### src/rtl/redirect_pkg.sv
//----------------------------------------
// redirect payload definitions
// target is a plain pc, no alignment checks
//----------------------------------------
`default_nettype none

package redirect_pkg;

  localparam int pc_bits = 32;

  // why the pipe asked for a redirect
  typedef enum logic [1:0] {
    cause_branch,
    cause_jump,
    cause_exception
  } redirect_cause_t;

endpackage

`default_nettype wire

### src/rtl/seq_pkg.sv
//----------------------------------------
// sequence numbers wrap at 2**seq_num_bits
// at most seq_window may be in flight, so ages are unambiguous
//----------------------------------------
`default_nettype none

package seq_pkg;

  //----------------------------------------
  // widths and window
  //----------------------------------------

  localparam int seq_num_bits = 5;

  // half the wrap length keeps age unambiguous
  localparam int seq_window = 2 ** (seq_num_bits - 1);

  typedef logic [seq_num_bits-1:0] seq_num_t;

  // in-flight count, 0 up to seq_window
  typedef logic [seq_num_bits-1:0] seq_count_t;

  //----------------------------------------
  // age helper
  //----------------------------------------

  // distance from oldest, smaller means older
  function automatic seq_num_t seq_age_of(input seq_num_t seq_num, input seq_num_t oldest);
    return seq_num - oldest;
  endfunction

endpackage

`default_nettype wire

### src/rtl/redirect_select.sv
//----------------------------------------
// picks the older of two pipe redirects
// stale requests outside the window are dropped
// winner is registered and held one cycle
//----------------------------------------
`default_nettype none

module redirect_select
  import seq_pkg::*;
  import redirect_pkg::*;
(
  input  logic               clk,
  input  logic               reset,
  input  logic               exe0_redirect_val,
  input  logic               exe1_redirect_val,
  input  seq_num_t           exe0_seq_num,
  input  seq_num_t           exe1_seq_num,
  input  logic [pc_bits-1:0] exe0_target,
  input  logic [pc_bits-1:0] exe1_target,
  input  redirect_cause_t    exe0_cause,
  input  redirect_cause_t    exe1_cause,
  input  seq_num_t           oldest_seq_num,
  input  seq_count_t         in_flight,
  output logic               redirect_val,
  output seq_num_t           redirect_seq_num,
  output logic [pc_bits-1:0] redirect_target,
  output redirect_cause_t    redirect_cause
);

  seq_num_t age0;
  seq_num_t age1;
  logic     qual0;
  logic     qual1;
  logic     pick1;
  logic     any_qual;

  //----------------------------------------
  // screening
  //----------------------------------------

  // age relative to the oldest in-flight entry
  assign age0 = seq_age_of(exe0_seq_num, oldest_seq_num);
  assign age1 = seq_age_of(exe1_seq_num, oldest_seq_num);

  // only live entries may redirect
  // in_flight here is the pre-rewind value
  assign qual0 = exe0_redirect_val && (age0 < in_flight);
  assign qual1 = exe1_redirect_val && (age1 < in_flight);

  //----------------------------------------
  // arbitration
  //----------------------------------------

  // pipe 1 only when strictly older
  // equal ages go to pipe 0
  assign pick1    = qual1 && (!qual0 || (age1 < age0));
  assign any_qual = qual0 || qual1;

  //----------------------------------------
  // output register
  //----------------------------------------

  // valid for exactly one cycle per sample
  always_ff @(posedge clk) begin
    if (reset) begin
      redirect_val <= 1'b0;
    end else begin
      redirect_val <= any_qual;
    end
  end

  // payload only loaded on a winner
  always_ff @(posedge clk) begin
    if (any_qual) begin
      if (pick1) begin
        redirect_seq_num <= exe1_seq_num;
        redirect_target  <= exe1_target;
        redirect_cause   <= exe1_cause;
      end else begin
        redirect_seq_num <= exe0_seq_num;
        redirect_target  <= exe0_target;
        redirect_cause   <= exe0_cause;
      end
    end
  end

  // Payload holds its last value while redirect_val is low,
  // consumers must look at redirect_val first.

endmodule

`default_nettype wire

### src/rtl/seq_age.sv
//----------------------------------------
// oldest in-flight pointer, moved by commit
// an illegal commit still moves the pointer
// error flag is sticky until reset
//----------------------------------------
`default_nettype none

module seq_age
  import seq_pkg::*;
(
  input  logic       clk,
  input  logic       reset,
  input  logic       commit_val,
  input  seq_num_t   commit_seq_num,
  input  seq_count_t in_flight,
  output seq_num_t   oldest_seq_num,
  output logic       commit_order_error
);

  logic commit_bad;

  // commit must hit the oldest entry
  // and something has to be in flight
  assign commit_bad = commit_val &&
                      ((commit_seq_num != oldest_seq_num) || (in_flight == '0));

  //----------------------------------------
  // oldest pointer
  //----------------------------------------

  always_ff @(posedge clk) begin
    if (reset) begin
      oldest_seq_num <= '0;
    end else if (commit_val) begin
      // step past the committed entry
      oldest_seq_num <= commit_seq_num + seq_num_t'(1);
    end
  end

  // sticky order error
  always_ff @(posedge clk) begin
    if (reset) begin
      commit_order_error <= 1'b0;
    end else if (commit_bad) begin
      commit_order_error <= 1'b1;
    end
  end

endmodule

`default_nettype wire

### src/rtl/seq_alloc.sv
//----------------------------------------
// next-number allocator with redirect rewind
// no back-pressure, callers must honor alloc_full
//----------------------------------------
`default_nettype none

module seq_alloc
  import seq_pkg::*;
(
  input  logic       clk,
  input  logic       reset,
  input  logic       alloc_req,
  input  logic       redirect_val,
  input  seq_num_t   oldest_seq_num,
  input  seq_num_t   redirect_seq_num,
  output seq_num_t   alloc_seq_num,
  output seq_count_t in_flight,
  output logic       alloc_full
);

  // next number to hand out
  seq_num_t next_seq_num;
  logic     alloc_fire;

  //----------------------------------------
  // window status
  //----------------------------------------

  // wrapping distance from oldest to next
  assign in_flight  = seq_count_t'(next_seq_num - oldest_seq_num);
  assign alloc_full = (in_flight == seq_count_t'(seq_window));

  // next number is always visible
  assign alloc_seq_num = next_seq_num;

  // dispatch blocked when full or rewinding
  assign alloc_fire = alloc_req && !alloc_full && !redirect_val;

  //----------------------------------------
  // next pointer
  //----------------------------------------

  always_ff @(posedge clk) begin
    if (reset) begin
      next_seq_num <= '0;
    end else if (redirect_val) begin
      // squash everything younger than the redirect
      next_seq_num <= redirect_seq_num + seq_num_t'(1);
    end else if (alloc_fire) begin
      next_seq_num <= next_seq_num + seq_num_t'(1);
    end
  end

  // rewind wins over dispatch in the same cycle
  // in_flight never wraps past seq_window since
  // alloc_fire is gated by alloc_full

endmodule

`default_nettype wire

### src/rtl/seq_track_top.sv
//----------------------------------------
// sequence tracking top, two redirect pipes
// all ports are plain strobes, no handshake
//----------------------------------------
`default_nettype none

module seq_track_top
  import seq_pkg::*;
  import redirect_pkg::*;
(
  input  logic               clk,
  input  logic               reset,
  // dispatch and commit
  input  logic               alloc_req,
  input  logic               commit_val,
  input  seq_num_t           commit_seq_num,
  // execute pipe redirects
  input  logic               exe0_redirect_val,
  input  seq_num_t           exe0_seq_num,
  input  logic [pc_bits-1:0] exe0_target,
  input  redirect_cause_t    exe0_cause,
  input  logic               exe1_redirect_val,
  input  seq_num_t           exe1_seq_num,
  input  logic [pc_bits-1:0] exe1_target,
  input  redirect_cause_t    exe1_cause,
  // status
  output seq_num_t           alloc_seq_num,
  output logic               alloc_full,
  output seq_num_t           oldest_seq_num,
  output seq_count_t         in_flight,
  output logic               redirect_val,
  output seq_num_t           redirect_seq_num,
  output logic [pc_bits-1:0] redirect_target,
  output redirect_cause_t    redirect_cause,
  output logic               commit_order_error
);

  //----------------------------------------
  // oldest tracker
  //----------------------------------------

  seq_age age0 (
    .clk                (clk),
    .reset              (reset),
    .commit_val         (commit_val),
    .commit_seq_num     (commit_seq_num),
    .in_flight          (in_flight),
    .oldest_seq_num     (oldest_seq_num),
    .commit_order_error (commit_order_error)
  );

  // allocator, rewound by the selected redirect
  seq_alloc alloc0 (
    .clk              (clk),
    .reset            (reset),
    .alloc_req        (alloc_req),
    .redirect_val     (redirect_val),
    .oldest_seq_num   (oldest_seq_num),
    .redirect_seq_num (redirect_seq_num),
    .alloc_seq_num    (alloc_seq_num),
    .in_flight        (in_flight),
    .alloc_full       (alloc_full)
  );

  //----------------------------------------
  // redirect arbitration
  //----------------------------------------

  redirect_select sel0 (
    .clk               (clk),
    .reset             (reset),
    .exe0_redirect_val (exe0_redirect_val),
    .exe1_redirect_val (exe1_redirect_val),
    .exe0_seq_num      (exe0_seq_num),
    .exe1_seq_num      (exe1_seq_num),
    .exe0_target       (exe0_target),
    .exe1_target       (exe1_target),
    .exe0_cause        (exe0_cause),
    .exe1_cause        (exe1_cause),
    .oldest_seq_num    (oldest_seq_num),
    .in_flight         (in_flight),
    .redirect_val      (redirect_val),
    .redirect_seq_num  (redirect_seq_num),
    .redirect_target   (redirect_target),
    .redirect_cause    (redirect_cause)
  );

endmodule

`default_nettype wire

### config.mk
export PLATFORM = sky130hd
export DESIGN_NAME = seq_track_top
export DESIGN_NICKNAME = d
export VERILOG_FILES = /design/src/rtl/redirect_pkg.sv /design/src/rtl/seq_pkg.sv /design/src/rtl/redirect_select.sv /design/src/rtl/seq_age.sv /design/src/rtl/seq_alloc.sv /design/src/rtl/seq_track_top.sv
export SDC_FILE = /design/constraint.sdc
export NUM_CORES = 1
export LEC_CHECK = 0
export BUFFER_PORTS_ARGS = -buffer_cell sky130_fd_sc_hd__buf_2
export CAP_MARGIN = 5
export CORE_ASPECT_RATIO = 2
export CORE_MARGIN = 1.5
export CORE_UTILIZATION = 42
export DETAILED_ROUTE_END_ITERATION = 16
export PLACE_DENSITY = 0.73
export SLEW_MARGIN = 10
export SYNTH_ARGS = -nofsm -noshare
export SYNTH_HDL_FRONTEND = slang
export SYNTH_SLANG_ARGS = --single-unit
### constraint.sdc
create_clock -name clk -period 3.6 [get_ports clk]
set_input_delay 0.54 -clock clk [delete_from_list [all_inputs] [get_ports clk]]
set_output_delay 0.54 -clock clk [all_outputs]
set_load 0.01 [all_outputs]
Yosys cells after proc, flatten, opt, wreduce, memory -nomap -nowiden. Cells that the tools add are included.

Multiplexer cells: 5. Magnitude comparators: 3. Equality and inequality tests: 2. Add/subtract/negate cells: 6. Reductions and logical operators: 14.

Operators by type and width (number): 2-to-1 mux 32 bit (1); adder 5 x 1 -> 5 bit, second input constant (3); < comparator 5 bit (3); 2-to-1 mux 5 bit (3); subtractor 5 bit (3); logical AND 1 bit (6); equality test 5 bit, second input constant (1); logical NOT 5 bit (1); != test 5 bit (1); logical NOT 1 bit (3); logical OR 1 bit (3); 2-to-1 mux 2 bit (1); nonzero test 2 bit (1).

Output and inout port bits: 57. Logic and storage cells: 37. Bits in registers: 51. Input port bits: 89.

Logic depth before layout (Yosys ltp). Gate-level depths: netlist of run 1.

Depth in word-level cells: 7. Mapped depth: 15. Mapped depth without buffers: 13.

Hierarchy. From an unflattened synthesis of run 1, not the netlist that was laid out.

Cell total of the unflattened synthesis: 254. Area, all modules: 3175.5 um^2.

By module, submodules not included: redirect_select (times used 1, cells an instance 160, area an instance 2317.2 um^2); seq_alloc (times used 1, cells an instance 60, area an instance 548.0 um^2); seq_age (times used 1, cells an instance 34, area an instance 310.3 um^2).

Worst setup path before layout of run 1. Ideal clock, no wire load.

Path kind: register to register. From: register age0.oldest_seq_num[0]. To: register sel0.redirect_cause[0], enable pin. Arrival: 3.309 ns. Path slack: -0.106 ns. Stages on the path, launching flop included: 12. Library setup time: 0.397 ns. Cells stage by stage: dfxtp_1 ha_1 inv_1 fa_1 xor2_1 inv_1 ha_1 a21oi_1 o21ai_0 o21bai_1 a41oi_2 nand2_1.

Longest elaborated chain between the ends: 4. Elaborated cells on any way between the ends: 8.

Ends and longest elaborated chain: start: declaration (line seq_age.sv:16) `output seq_num_t oldest_seq_num,`; start signal: assignment (line seq_age.sv:36) `oldest_seq_num <= commit_seq_num + seq_num_t'(1);`; subtractor 5 bit * (line seq_alloc.sv:30) `assign in_flight = seq_count_t'(next_seq_num - oldest_seq_num);`; named net in_flight[2] (line seq_track_top.sv:30) `output seq_count_t in_flight,`; < comparator 5 bit (on tied branches) (line redirect_select.sv:47, redirect_select.sv:48); logical AND 1 bit (on tied branches) (line redirect_select.sv:47, redirect_select.sv:48); logical OR 1 bit * (line redirect_select.sv:57) `assign any_qual = qual0 || qual1;`; named net sel0.any_qual (line redirect_select.sv:35) `logic any_qual;`; end signal: assignment (line redirect_select.sv:78) `redirect_cause <= exe1_cause;`; end signal: assignment (line redirect_select.sv:82) `redirect_cause <= exe0_cause;`; end: declaration (line redirect_select.sv:27) `output redirect_cause_t redirect_cause`.

Mark *: on every way through the listed nets, which the timed path passes. The rest lies on a longest branch. A chain may end at the register's enable or synchronous reset.

Worst setup path after layout of run 1.
From: register alloc0.next_seq_num[0] (netlist: alloc0.alloc_seq_num[0]). To: register sel0.redirect_seq_num[3] (data pin).

Longest elaborated chain between the ends: 7. Elaborated cells on any way between the ends: 9.

Ends and longest elaborated chain: start: declaration (line seq_alloc.sv:22) `seq_num_t next_seq_num;`; start signal: assignment (line seq_alloc.sv:48) `next_seq_num <= redirect_seq_num + seq_num_t'(1);`; start signal: assignment (line seq_alloc.sv:50) `next_seq_num <= next_seq_num + seq_num_t'(1);`; subtractor 5 bit * (line seq_alloc.sv:30); < comparator 5 bit (line redirect_select.sv:47) `assign qual0 = exe0_redirect_val && (age0 < in_flight);`; logical AND 1 bit (line redirect_select.sv:47); logical NOT 1 bit (line redirect_select.sv:56) `assign pick1 = qual1 && (!qual0 || (age1 < age0));`; logical OR 1 bit (line redirect_select.sv:56); logical AND 1 bit * (line redirect_select.sv:56); 2-to-1 mux 5 bit * (line redirect_select.sv:75) `if (pick1) begin`; end signal: assignment (line redirect_select.sv:76) `redirect_seq_num <= exe1_seq_num;`; end signal: assignment (line redirect_select.sv:80) `redirect_seq_num <= exe0_seq_num;`; end: declaration (line redirect_select.sv:25) `output seq_num_t redirect_seq_num,`.

Mark *: on every way between the ends. The rest lies on a longest branch, timed or not.

==> results of run 1 <==
area by class of cell:
| type | instances | area [um^2] |
|---|---|---|
| flip-flops and latches | 51 | 1411 |
| clock buffers | 5 | 125.1 |
| clock inverters | 2 | 13.76 |
| multi-input cells | 172 | 1559 |
| fillers | 633 | 3037 |
| repair buffers | 152 | 820.8 |
| well taps | 92 | 115.1 |
| inverters | 20 | 75.07 |
layer usage:
layer	share of wire [%]	track usage, %	vias to the layer above
met5	0	0	-
met4	1.5	5.435	0
met3	8.8	4.246	8
met2	50	28.16	130
met1	40	22.49	1126
li1	-	-	1208
stage by stage:
stage / hold WS, ns / util (%)
5_1_grt: 0.4717 / 57.57
4_1_cts: 0.4479 / 57.12
3_3_place_gp: 0.4370 / 55.17
3_5_place_dp: 0.4367 / 55.17
6_report: 0.4495 / 57.57
2_1_floorplan: 0.4696 / -
registers in the layout, summed over array words and instances, names as in the netlist:
name and cells:
sel0.redirect_seq_num 5, sel0.redirect_val 1, sel0.redirect_target 32, age0.commit_order_error 1, age0.oldest_seq_num 5, sel0.redirect_cause 2
alloc0.alloc_seq_num 5
logic make-up after synthesis:
group                      synth area share [%]
buffers and inverters                     4.016
and+or+nand+nor                           5.720
adders and majority gates                 10.87
AOI/OAI and AO/OA                         9.412
muxes                                     16.31
DFF                                       45.76
xor gates and xnor gates                  7.911
power by group:
group / switching (W) / internal (W) / total (W)
Sequential: 0.000120 / 0.00109 / 0.00121
Combinational: 0.00107 / 0.000936 / 0.00201
Clock: 0.000194 / 0.000253 / 0.000448
Total: 0.00138 / 0.00227 / 0.00366
worst max path at each step:
stage | startpoint | end | slack (ns) | cells after the start
final | alloc0.alloc_seq_num[0]$_SDFFE_PP0P_ | sel0.redirect_seq_num[3]$_DFFE_PP_ | 0.21 | 14
after global routing | alloc0.alloc_seq_num[0]$_SDFFE_PP0P_ | sel0.redirect_target[18]$_DFFE_PP_ | 0.009 | 14
after CTS | age0.oldest_seq_num[1]$_SDFFE_PP0P_ | sel0.redirect_target[10]$_DFFE_PP_ | 0.15 | 12
after detailed placement | exe0_seq_num[0] | sel0.redirect_target[10]$_DFFE_PP_ | -0.0006 | 14
after global placement | exe0_seq_num[0] | sel0.redirect_target[17]$_DFFE_PP_ | 0.13 | 14
after floorplan | age0.oldest_seq_num[0]$_SDFFE_PP0P_ | sel0.redirect_cause[0]$_DFFE_PP_ | 0.08 | 14
what timing repair did:
action / 4_1_cts / 5_1_grt
resized for setup: 0 / 1
endpoints found under the setup margin: 0 / 34
buffers inserted: 0 / 1
hold buffers: 0 / 0
cell usage after synthesis, types with 2 or more instances:
master                     instances
sky130_fd_sc_hd__a211oi_1          5
sky130_fd_sc_hd__a21o_1            6
sky130_fd_sc_hd__a21oi_1          11
sky130_fd_sc_hd__buf_2             3
sky130_fd_sc_hd__buf_6             2
sky130_fd_sc_hd__clkbuf_1          3
sky130_fd_sc_hd__dfxtp_1          12
sky130_fd_sc_hd__edfxtp_1         39
sky130_fd_sc_hd__fa_1              3
sky130_fd_sc_hd__ha_1             22
sky130_fd_sc_hd__inv_1            20
sky130_fd_sc_hd__mux2_2           30
sky130_fd_sc_hd__mux2_4            9
sky130_fd_sc_hd__mux2i_1           3
sky130_fd_sc_hd__nand2_1          11
sky130_fd_sc_hd__nand2b_1          3
sky130_fd_sc_hd__nand3_1           4
sky130_fd_sc_hd__nor2_1           11
sky130_fd_sc_hd__nor2b_1           2
sky130_fd_sc_hd__nor4_1            2
sky130_fd_sc_hd__o211a_1           2
sky130_fd_sc_hd__o21ai_0           6
sky130_fd_sc_hd__o41ai_1           2
sky130_fd_sc_hd__xnor2_1          15
sky130_fd_sc_hd__xor2_1           11
worst max-delay path: cells and delay by family (launching register included):
family	cells	cell delay [ns]
adders and majority gates	3	0.88
DFF	1	0.32
buffers and inverters	4	0.52
muxes	1	0.34
xor gates and xnor gates	1	0.22
AOI/OAI and AO/OA	5	0.86
==> load_flow_metrics.sql, run 1 <==
INSERT INTO impl_metrics (metric_group, metric, value, unit) VALUES
('status', 'outcome', 'finished clean', ''),
('floorplan', 'core', '7157', 'um^2'),
('worst_setup_path', 'critical_path.max_stage_delay', '0.39', 'ns'),
('floorplan', 'core.rowCount', '44', ''),
('timing', 'max_slew_violation_total_from_the_final_report', '0', ''),
('finish', 'most-common-layout-cells', 'sky130_fd_sc_hd__buf_2 (145), sky130_fd_sc_hd__edfxtp_1 (39), sky130_fd_sc_hd__mux2_2 (30)', ''),
('hold_path', 'hold_depth', '2', ''),
('hold_path', 'hold_path.startpoint', 'age0.commit_order_error$_SDFFE_PP0P_', ''),
('detailed_routing', 'detail_route.drc_violations', '0', ''),
('global_routing', 'grt.total_usage', '17.24', '%'),
('placed_design', 'post-dp-hpwl', '5.640', 'mm'),
('timing', 'worst_slew_pin_slew', '0.6108', 'ns'),
('cts', 'htree_levels', '2', ''),
('timing', 'rsz_0062_raised_after_global_routing', 'false', ''),
('worst_setup_path', 'crit-reg2reg-launch', 'alloc0.alloc_seq_num[0]$_SDFFE_PP0P_', ''),
('worst_setup_path', 'cp_data_required_time', '3.64', 'ns'),
('timing', 'timing.final.crit_share', '94.06', '%'),
('worst_setup_path', 'path_max_fanout', '17', ''),
('synth', 'synth_largest_type_area_fraction', '37.97', '%'),
('finish', 'layout.cells.most_common', 'sky130_fd_sc_hd__buf_2', ''),
('placed_design', 'preCtsSetupSlack', '-0.0005758', 'ns'),
('floorplan', 'pin_count', '146', ''),
('finish', 'design_area', '4120', 'um^2'),
('finish', 'final_layout_size_suffix_gt1_share', '50.75', '%'),
('worst_setup_path', 'ff2ff_setup_slack', '0.21', 'ns'),
('hold_path', 'hold_end', 'age0.commit_order_error$_SDFFE_PP0P_', ''),
('worst_setup_path', 'critical_path_arrival', '3.42', 'ns'),
('placed_design', 'place_congestion', '0.8474', ''),
('floorplan', 'dieArea', '7898', 'um^2'),
('timing', 'slew_headroom', '58.98', '%'),
('global_routing', 'grt_antenna_before_repair', '0', ''),
('timing', 'max_freq', '295.3', 'MHz'),
('timing', 'fin_tns_setup', '0', 'ns'),
('synth', 'post_synth_main_area_contributors', 'sky130_fd_sc_hd__edfxtp_1 (38%), sky130_fd_sc_hd__mux2_2 (11%), sky130_fd_sc_hd__ha_1 (8.9%), sky130_fd_sc_hd__dfxtp_1 (7.8%), sky130_fd_sc_hd__mux2_4 (4.4%)', ''),
('worst_setup_path', 'critPathLaunchType', 'register', ''),
('cts', 'clock_tree.root_cell', 'sky130_fd_sc_hd__clkbuf_16', ''),
('synth', 'post_synth_num_cell_types', '39', ''),
('synth', 'synthArstFlopShare', '0', '%'),
('finish', 'n_antenna_cell', '0', ''),
('detailed_routing', 'first_iter_violations', '206', ''),
('power', 'leakagePower', '1.935', 'nW'),
('synth', 'ys.warnings.count', '0', ''),
('synth', 'sequential_to_total_area_share_from_yosys_stat', '45.76', '%'),
('run', 'maxCapViolCount', '0', ''),
('timing', 'setup_viol', '0', ''),
('synth', 'syn-mean-instance-area', '12.29', 'um^2'),
('power', 'power-per-cell-area', '887.8', 'nW/um^2'),
('power', 'total_power', '0.003658', 'W'),
('worst_setup_path', 'path_depth_of_the_worst_reg2reg_path', '14', ''),
('floorplan', 'fp.dieW', '63.60', 'um'),
('timing', 'final_hold_violations', '0', ''),
('synth', 'number_of_flip_flops_and_latches_in_the_synthesized_netlist', '51', ''),
('detailed_routing', 'drt-wirelength-per-cell', '14.43', 'um'),
('detailed_routing', 'routed_wirelength', '7.129', 'mm'),
('timing', 'final.setup_skew', '0.007749', 'ns'),
('detailed_routing', 'vias', '2472', ''),
('cts', 'tritoncts_num_sinks', '51', ''),
('worst_setup_path', 'regToRegEndpoint', 'sel0.redirect_seq_num[3]$_DFFE_PP_', ''),
('cts', 'clkTransAtPathRegs', '0.06', 'ns'),
('detailed_routing', 'drt-vias-per-instance', '5.004', ''),
('worst_setup_path', 'crit_path_frequent_cell', 'sky130_fd_sc_hd__inv_1', ''),
('finish', 'area_growth_syn_to_layout', '33.59', '%'),
('timing', 'worst_slack', '0.2139', 'ns'),
('synth', 'synthDominantAreaCellType', 'sky130_fd_sc_hd__edfxtp_1', ''),
('power', 'vdd_ir_drop_max', '0.5256', 'mV'),
('detailed_routing', 'detail-route-antenna-nets', '0', ''),
('synth', 'syn-cell-area', '3084', 'um^2'),
('timing', 'period_minus_slack', '3.386', 'ns'),
('cts', 'clock_latency', '0.28', 'ns'),
('placed_design', 'dpl.cell_count', '485', ''),
('global_routing', 'grt_pass1_vias', '2245', '');
(Power assumes the default switching activity.)
==> inputs of run 2 (changes only) <==
--- a/config.mk
+++ b/config.mk
@@ -5,13 +5,13 @@
 export SDC_FILE = /design/constraint.sdc
 export NUM_CORES = 1
 export LEC_CHECK = 0
-export BUFFER_PORTS_ARGS = -buffer_cell sky130_fd_sc_hd__buf_2
+export BUFFER_PORTS_ARGS = -buffer_cell sky130_fd_sc_hd__buf_4
 export CAP_MARGIN = 5
 export CORE_ASPECT_RATIO = 2
 export CORE_MARGIN = 1.5
-export CORE_UTILIZATION = 42
+export CORE_UTILIZATION = 40
 export DETAILED_ROUTE_END_ITERATION = 16
-export PLACE_DENSITY = 0.73
+export PLACE_DENSITY = 0.7
 export SLEW_MARGIN = 10
 export SYNTH_ARGS = -nofsm -noshare
 export SYNTH_HDL_FRONTEND = slang
==> load_flow_metrics.sql, run 2 (synthesis results as in run 1) <==
INSERT INTO impl_metrics (metric_group, metric, value, unit) VALUES
('worst_setup_path', 'setup.worst_path.end_class', 'register', ''),
('timing', 'slew_headroom', '46.62', '%'),
('worst_setup_path', 'critPathLaunchType', 'register', ''),
('cts', 'hold_buffers', '0', ''),
('timing', 'max_freq', '292.0', 'MHz'),
('timing', 'setup_viol', '0', ''),
('cts', 'post_cts_resized', '0', ''),
('global_routing', 'grt_antenna_before_repair', '0', ''),
('hold_path', 'hold_path.class', 'register to register', ''),
('finish', 'design.final.nets', '513', ''),
('detailed_routing', 'first_iter_violations', '123', ''),
('detailed_routing', 'drt-vias-per-instance', '5.026', ''),
('finish', 'largest_register_ff_count', '32', ''),
('global_routing', 'grt.total_usage', '19.58', '%'),
('global_routing', 'grt_pass1_wl', '12.17', 'mm'),
('run', 'maxCapViolCount', '0', ''),
('cts', 'numCtsBuffers', '5', ''),
('finish', 'num-fill-cells', '685', ''),
('finish', 'n_antenna_cell', '0', ''),
('worst_setup_path', 'path_max_fanout', '19', ''),
('detailed_routing', 'detail-route-antenna-nets', '0', ''),
('finish', 'area_growth_syn_to_layout', '44.71', '%'),
('floorplan', 'dieArea', '8278', 'um^2'),
('cts', 'cts_buffer_depth', '2', ''),
('status', 'outcome', 'finished clean', ''),
('global_routing', 'grt_remaining_overflow', '0', ''),
('power', 'vdd_ir_drop_max', '0.6306', 'mV'),
('cts', 'postCtsSetupBuffers', '0', ''),
('floorplan', 'core.rowCount', '45', ''),
('finish', 'multiInputGateArea', '1559', 'um^2'),
('worst_setup_path', 'regToRegEndpoint', 'sel0.redirect_seq_num[4]$_DFFE_PP_', ''),
('cts', 'clock_tree.root_cell', 'sky130_fd_sc_hd__clkbuf_16', ''),
('timing', 'fin_tns_setup', '0', 'ns'),
('detailed_routing', 'detail_route.drc_violations', '0', ''),
('worst_setup_path', 'ff2ff_setup_slack', '0.18', 'ns'),
('finish', 'final_util', '59.15', '%'),
('detailed_routing', 'drt-wirelength-per-cell', '16.33', 'um'),
('timing', 'final.setup_skew', '0.004172', 'ns'),
('finish', 'final-instance-count-excl-fill', '494', ''),
('power', 'leakagePower', '2.037', 'nW'),
('hold_path', 'hold_end', 'age0.commit_order_error$_SDFFE_PP0P_', ''),
('timing', 'rsz_0062_raised_after_global_routing', 'false', ''),
('finish', 'final-seq-area', '1413', 'um^2'),
('floorplan', 'floorplan.die.height', '127.2', 'um'),
('finish', 'register_with_the_most_flip_flops', 'sel0.redirect_target', ''),
('timing', 'worst_slack', '0.1756', 'ns'),
('floorplan', 'fp.dieW', '65.09', 'um'),
('floorplan', 'pin_count', '146', ''),
('cts', 'cts_tree', 'built', ''),
('cts', 'tritoncts_num_sinks', '51', ''),
('timing', 'final_hold_violations', '0', ''),
('floorplan', 'start_util', '40.88', '%'),
('hold_path', 'hold_depth', '2', ''),
('placed_design', 'dpl.cell_count', '485', ''),
('worst_setup_path', 'path_class', 'register to register', ''),
('worst_setup_path', 'path_depth_of_the_worst_reg2reg_path', '14', ''),
('global_routing', 'grt_pass1_vias', '2511', ''),
('finish', 'design_area', '4463', 'um^2'),
('timing', 'worst_slew_pin_slew', '0.7951', 'ns'),
('cts', 'htree_levels', '2', ''),
('timing', 'max_slew_violation_total_from_the_final_report', '0', ''),
('placed_design', 'post-dp-hpwl', '6.488', 'mm'),
('power', 'power-per-cell-area', '869.3', 'nW/um^2'),
('global_routing', 'maximum_number_of_pins_on_one_net_before_global_route_repair', '40', ''),
('placed_design', 'place_congestion', '0.8963', ''),
('worst_setup_path', 'crit-reg2reg-launch', 'alloc0.alloc_seq_num[0]$_SDFFE_PP0P_', ''),
('detailed_routing', 'vias', '2483', ''),
('worst_setup_path', 'cp_data_required_time', '3.64', 'ns'),
('detailed_routing', 'dr.pass1.iters', '4', ''),
('timing', 'period_minus_slack', '3.424', 'ns'),
('worst_setup_path', 'critical_path_arrival', '3.47', 'ns'),
('timing', 'timing.final.crit_share', '95.12', '%'),
('detailed_routing', 'routed_wirelength', '8.066', 'mm'),
('finish', 'final_layout_size_suffix_gt1_share', '50.25', '%'),
('floorplan', 'core', '7545', 'um^2'),
('cts', 'clock_latency', '0.29', 'ns'),
('placed_design', 'place_area', '4299', 'um^2'),
('finish', 'layout.cells.most_common', 'sky130_fd_sc_hd__buf_4', ''),
('hold_path', 'hold_path.startpoint', 'age0.commit_order_error$_SDFFE_PP0P_', ''),
('placed_design', 'preCtsSetupSlack', '0.007222', 'ns'),
('finish', 'most-common-layout-cells', 'sky130_fd_sc_hd__buf_4 (146), sky130_fd_sc_hd__edfxtp_1 (39), sky130_fd_sc_hd__mux2_2 (30)', ''),
('cts', 'clkTransAtPathRegs', '0.06', 'ns'),
('placed_design', 'placement.io_buffers', '145', '');
-- run 2: cell types whose count changed in the layout (fill, tap and decap cells not counted) --
| cell | before | now |
|---|---|---|
| sky130_fd_sc_hd__buf_2 | 145 | 0 |
| sky130_fd_sc_hd__buf_4 | 4 | 146 |
| sky130_fd_sc_hd__clkbuf_1 | 0 | 1 |
| sky130_fd_sc_hd__clkinv_1 | 0 | 1 |
| sky130_fd_sc_hd__clkinv_4 | 1 | 0 |
| sky130_fd_sc_hd__dfxtp_1 | 12 | 11 |
| sky130_fd_sc_hd__dfxtp_2 | 0 | 1 |
-- run 2: area by class of cell --
| cell class | count | area share [%] |
|---|---|---|
| inverter | 20 | 1.682 |
| multi-input combinational | 172 | 34.93 |
| clock inverter | 2 | 0.1962 |
| sequential | 51 | 31.65 |
| tap | 94 | 2.635 |
| clock buffer | 6 | 2.888 |
| timing repair buffer | 149 | 26.02 |
-- run 2: power breakdown --
part	switching, W	leakage, nW	total, W	internal [W]
Sequential	0.000131	0.479	0.00122	0.00109
Clock	0.000200	0.0683	0.000454	0.000254
Combinational	0.00111	1.49	0.00221	0.00110
Total	0.00144	2.04	0.00388	0.00244
-- run 2: metrics by stage --
step	hold slack, ns	power [W]
after global routing	0.4680	0.004118
final	0.4468	0.003880
after floorplan	0.4696	0.002493
after detailed placement	0.4450	0.003405
after global placement	0.4389	0.003358
after CTS	0.4546	0.003868
-- run 2: worst max-delay path by stage --
| stage | start | endpoint | cells after the start |
|---|---|---|---|
| 6_report | alloc0.alloc_seq_num[0]$_SDFFE_PP0P_ | sel0.redirect_seq_num[4]$_DFFE_PP_ | 14 |
| 5_1_grt | alloc0.alloc_seq_num[0]$_SDFFE_PP0P_ | sel0.redirect_seq_num[4]$_DFFE_PP_ | 14 |
| 4_1_cts | age0.oldest_seq_num[0]$_SDFFE_PP0P_ | sel0.redirect_target[15]$_DFFE_PP_ | 13 |
| 3_5_place_dp | exe0_seq_num[0] | sel0.redirect_target[15]$_DFFE_PP_ | 14 |
| 3_3_place_gp | exe0_seq_num[0] | sel0.redirect_target[31]$_DFFE_PP_ | 14 |
| 2_1_floorplan | age0.oldest_seq_num[0]$_SDFFE_PP0P_ | sel0.redirect_cause[0]$_DFFE_PP_ | 14 |
-- run 2: critical path, cell delays in order, from the launching register on --
cell	delay (ns)
sky130_fd_sc_hd__dfxtp_1	0.31
sky130_fd_sc_hd__inv_1	0.12
sky130_fd_sc_hd__ha_1	0.16
sky130_fd_sc_hd__inv_1	0.06
sky130_fd_sc_hd__fa_1	0.40
sky130_fd_sc_hd__xor2_1	0.21
sky130_fd_sc_hd__inv_1	0.12
sky130_fd_sc_hd__ha_1	0.33
sky130_fd_sc_hd__a21oi_1	0.12
sky130_fd_sc_hd__o21ai_0	0.13
sky130_fd_sc_hd__o21bai_1	0.18
sky130_fd_sc_hd__a41oi_2	0.20
sky130_fd_sc_hd__o21bai_4	0.24
sky130_fd_sc_hd__clkbuf_16	0.25
sky130_fd_sc_hd__mux2_2	0.35
-- run 2: layer usage --
layer | GRT usage [%] | up-vias | share of wire (%)
met2 | 38.75 | 102 | 59
met5 | 0 | - | 0
met4 | 10.66 | 0 | 3.8
met1 | 18.09 | 1160 | 32
met3 | 3.081 | 21 | 5.3
li1 | - | 1200 | -
==> inputs of run 3 (changes only) <==
--- a/config.mk
+++ b/config.mk
@@ -5,13 +5,14 @@
 export SDC_FILE = /design/constraint.sdc
 export NUM_CORES = 1
 export LEC_CHECK = 0
+export ABC_AREA = 1
 export BUFFER_PORTS_ARGS = -buffer_cell sky130_fd_sc_hd__buf_4
 export CAP_MARGIN = 5
 export CORE_ASPECT_RATIO = 2
 export CORE_MARGIN = 1.5
 export CORE_UTILIZATION = 40
 export DETAILED_ROUTE_END_ITERATION = 16
-export PLACE_DENSITY = 0.7
+export PLACE_DENSITY = 0.69
 export SLEW_MARGIN = 10
 export SYNTH_ARGS = -nofsm -noshare
 export SYNTH_HDL_FRONTEND = slang
==> load_flow_metrics.sql, run 3 <==
INSERT INTO impl_metrics (metric_group, metric, value, unit) VALUES
('placed_design', 'place_area', '4481', 'um^2'),
('floorplan', 'fp.dieW', '66.95', 'um'),
('placed_design', 'preCtsSetupSlack', '0.4580', 'ns'),
('timing', 'fin_tns_setup', '0', 'ns'),
('worst_setup_path', 'path_max_fanout', '19', ''),
('detailed_routing', 'drt-wirelength-per-cell', '15.33', 'um'),
('finish', 'final_layout_size_suffix_gt1_share', '33.58', '%'),
('floorplan', 'start_util', '41.19', '%'),
('timing', 'max_freq', '324.6', 'MHz'),
('placed_design', 'place_congestion', '0.9631', ''),
('finish', 'final_util', '58.79', '%'),
('status', 'outcome', 'finished clean', ''),
('global_routing', 'grt.total_usage', '22.96', '%'),
('timing', 'slew_headroom', '74.71', '%'),
('detailed_routing', 'detail_route.drc_violations', '0', ''),
('synth', 'synth_largest_type_area_fraction', '35.79', '%'),
('detailed_routing', 'vias', '3234', ''),
('detailed_routing', 'drt-vias-per-instance', '5.022', ''),
('global_routing', 'grt_remaining_overflow', '0', ''),
('synth', 'syn-mean-instance-area', '8.200', 'um^2'),
('floorplan', 'dieArea', '8764', 'um^2'),
('global_routing', 'grt_pass1_vias', '3101', ''),
('timing', 'timing.final.crit_share', '85.58', '%'),
('placed_design', 'placement.io_buffers', '145', ''),
('synth', 'yosysMostFrequentCell', 'sky130_fd_sc_hd__nand2_1', ''),
('cts', 'htree_levels', '2', ''),
('finish', 'design.final.nets', '661', ''),
('worst_setup_path', 'cp_data_required_time', '3.64', 'ns'),
('cts', 'post_cts_resized', '0', ''),
('placed_design', 'post-dp-hpwl', '8.032', 'mm'),
('synth', 'sequential_to_total_area_share_from_yosys_stat', '43.14', '%'),
('power', 'leakagePower', '2.381', 'nW'),
('synth', 'post_synth_num_cell_types', '31', ''),
('detailed_routing', 'routed_wirelength', '9.875', 'mm'),
('synth', 'synthDominantAreaCellType', 'sky130_fd_sc_hd__edfxtp_1', ''),
('synth', 'synth_top_cells_by_count', 'sky130_fd_sc_hd__nand2_1 (129), sky130_fd_sc_hd__nand3_1 (58), sky130_fd_sc_hd__edfxtp_1 (39)', ''),
('finish', 'area_growth_syn_to_layout', '42.72', '%'),
('worst_setup_path', 'setup.worst_path.end_class', 'register', ''),
('floorplan', 'core.rowCount', '46', ''),
('synth', 'synth_top_flop_cell', 'sky130_fd_sc_hd__edfxtp_1', ''),
('timing', 'max_slew_violation_total_from_the_final_report', '0', ''),
('synth', 'ys.warnings.count', '0', ''),
('cts', 'clock_tree.root_cell', 'sky130_fd_sc_hd__clkbuf_16', ''),
('hold_path', 'hold_path.class', 'input port to register', ''),
('detailed_routing', 'first_iter_violations', '149', ''),
('worst_setup_path', 'critical_path_arrival', '3.12', 'ns'),
('global_routing', 'grt_antenna_before_repair', '0', ''),
('synth', 'synthArstFlopShare', '0', '%'),
('timing', 'final_hold_violations', '0', ''),
('cts', 'clock_latency', '0.29', 'ns'),
('floorplan', 'core', '7943', 'um^2'),
('synth', 'post_synth_main_area_contributors', 'sky130_fd_sc_hd__edfxtp_1 (36%), sky130_fd_sc_hd__nand2_1 (15%), sky130_fd_sc_hd__nand3_1 (8.9%), sky130_fd_sc_hd__ha_1 (8.4%), sky130_fd_sc_hd__dfxtp_1 (7.3%)', ''),
('timing', 'timing.hold.ws', '0.4396', 'ns'),
('timing', 'worst_slew_pin_slew', '0.3789', 'ns'),
('floorplan', 'pin_count', '146', ''),
('finish', 'layout.cells.most_common', 'sky130_fd_sc_hd__buf_4', ''),
('finish', 'n_antenna_cell', '0', ''),
('synth', 'number_of_synthesized_flops_with_an_enable_pin', '39', ''),
('global_routing', 'grt_pass1_wl', '14.69', 'mm'),
('synth', 'number_of_flip_flops_and_latches_in_the_synthesized_netlist', '51', ''),
('cts', 'tritoncts_num_sinks', '51', ''),
('synth', 'postSynthNetCount', '513', ''),
('power', 'vdd_ir_drop_max', '0.3598', 'mV'),
('cts', 'postCtsSetupBuffers', '0', ''),
('timing', 'final.setup_skew', '0.009071', 'ns'),
('worst_setup_path', 'critPathLaunchType', 'register', ''),
('finish', 'most-common-layout-cells', 'sky130_fd_sc_hd__buf_4 (153), sky130_fd_sc_hd__nand2_1 (128), sky130_fd_sc_hd__nand3_1 (58)', ''),
('worst_setup_path', 'path_class', 'register to register', ''),
('synth', 'syn-cell-area', '3272', 'um^2'),
('cts', 'hold_buffers', '0', ''),
('synth', 'post_synth_inst_count', '399', ''),
('floorplan', 'floorplan.die.height', '130.9', 'um'),
('cts', 'cts_tree', 'built', ''),
('global_routing', 'maximum_number_of_pins_on_one_net_before_global_route_repair', '40', ''),
('finish', 'largest_register_ff_count', '32', ''),
('finish', 'register_with_the_most_flip_flops', 'sel0.redirect_target', ''),
('finish', 'design_area', '4669', 'um^2'),
('cts', 'cts_buffer_depth', '2', ''),
('finish', 'num-fill-cells', '739', ''),
('timing', 'worst_slack', '0.5191', 'ns'),
('detailed_routing', 'dr.pass1.iters', '4', ''),
('cts', 'clkTransAtPathRegs', '0.07', 'ns'),
('timing', 'period_minus_slack', '3.081', 'ns'),
('cts', 'numCtsBuffers', '5', ''),
('timing', 'setup_viol', '0', ''),
('timing', 'rsz_0062_raised_after_global_routing', 'false', ''),
('run', 'maxCapViolCount', '0', ''),
('detailed_routing', 'detail-route-antenna-nets', '0', ''),
('power', 'power-per-cell-area', '866.4', 'nW/um^2');
[run 3: cell count changes in the layout (fill, tap and decap cells not counted), moves of 5 or more]
cell                       before  now
sky130_fd_sc_hd__mux2_2        30    0
sky130_fd_sc_hd__nand3_1        4   58
sky130_fd_sc_hd__nand2_1       10  128
sky130_fd_sc_hd__xnor2_1       15    5
sky130_fd_sc_hd__a21o_1         6    0
sky130_fd_sc_hd__a211oi_1       5    0
sky130_fd_sc_hd__mux2_4         9    0
sky130_fd_sc_hd__nand2_2        1   14
sky130_fd_sc_hd__inv_1         19   36
sky130_fd_sc_hd__buf_4        146  153
[run 3: kinds of logic after synthesis]
group | share of synthesized area (%)
AND/OR/NAND/NOR | 30.32
buffers and inverters | 6.883
flip-flops | 43.14
AO/OA/AOI/OAI | 4.818
adder cells (fa/ha/maj) | 10.25
XOR/XNOR | 4.283
multiplexers | 0.3059
[run 3: per-stage QoR]
step | instances | power (W)
2_1_floorplan | 399 | 0.002539
3_3_place_gp | 636 | 0.003423
3_5_place_dp | 636 | 0.003476
4_1_cts | 644 | 0.004082
5_1_grt | 644 | 0.004354
6_report | 644 | 0.004046
[run 3: layer usage]
metal,vias up,wire length (um),global-route usage (%)
met5,-,0,0
met2,135,5370,44.24
met3,36,544,2.911
met4,0,590,14.41
met1,1456,3370,21.88
li1,1607,-,-
[run 3: power by group]
group          switching [W]  leakage (nW)  internal (W)
Clock               0.000201        0.0911      0.000398
Sequential          0.000128         0.477       0.00108
Combinational        0.00133          1.81      0.000913
Total                0.00166          2.38       0.00239
[run 3: path summary, 6_finish.rpt]
path,startpoint,end,slack [ns],depth (start not counted)
setup / recovery,alloc0.alloc_seq_num[0]$_SDFFE_PP0P_,sel0.redirect_target[9]$_DFFE_PP_,0.52,16
setup reg to reg,alloc0.alloc_seq_num[0]$_SDFFE_PP0P_,sel0.redirect_target[9]$_DFFE_PP_,0.52,16
hold reg to reg,age0.commit_order_error$_SDFFE_PP0P_,age0.commit_order_error$_SDFFE_PP0P_,0.52,2
hold / removal,commit_val,age0.oldest_seq_num[0]$_SDFFE_PP0P_,0.44,2
[run 3: final cells by class]
type | instances | area [um^2] | share of cell area (%)
Clock buffer | 6 | 128.9 | 2.760
Clock inverter | 2 | 60.06 | 1.286
Tap cell | 96 | 120.1 | 2.572
Inverter | 38 | 142.6 | 3.055
Timing Repair Buffer | 154 | 1169 | 25.03
Sequential cell | 51 | 1411 | 30.22
Multi-Input combinational cell | 297 | 1638 | 35.07
[run 3: critical path, cell delays in order, from the launching register on]
cell,delay [ns]
sky130_fd_sc_hd__dfxtp_1,0.35
sky130_fd_sc_hd__inv_1,0.07
sky130_fd_sc_hd__ha_1,0.14
sky130_fd_sc_hd__inv_1,0.06
sky130_fd_sc_hd__fa_1,0.42
sky130_fd_sc_hd__xor2_1,0.31
sky130_fd_sc_hd__inv_1,0.13
sky130_fd_sc_hd__ha_1,0.32
sky130_fd_sc_hd__nand2_1,0.07
sky130_fd_sc_hd__nand2_1,0.05
sky130_fd_sc_hd__a21oi_1,0.17
sky130_fd_sc_hd__nor2_2,0.07
sky130_fd_sc_hd__nor2_4,0.19
sky130_fd_sc_hd__nand2_1,0.11
sky130_fd_sc_hd__buf_4,0.23
sky130_fd_sc_hd__nand2_1,0.09
sky130_fd_sc_hd__nand2_1,0.05
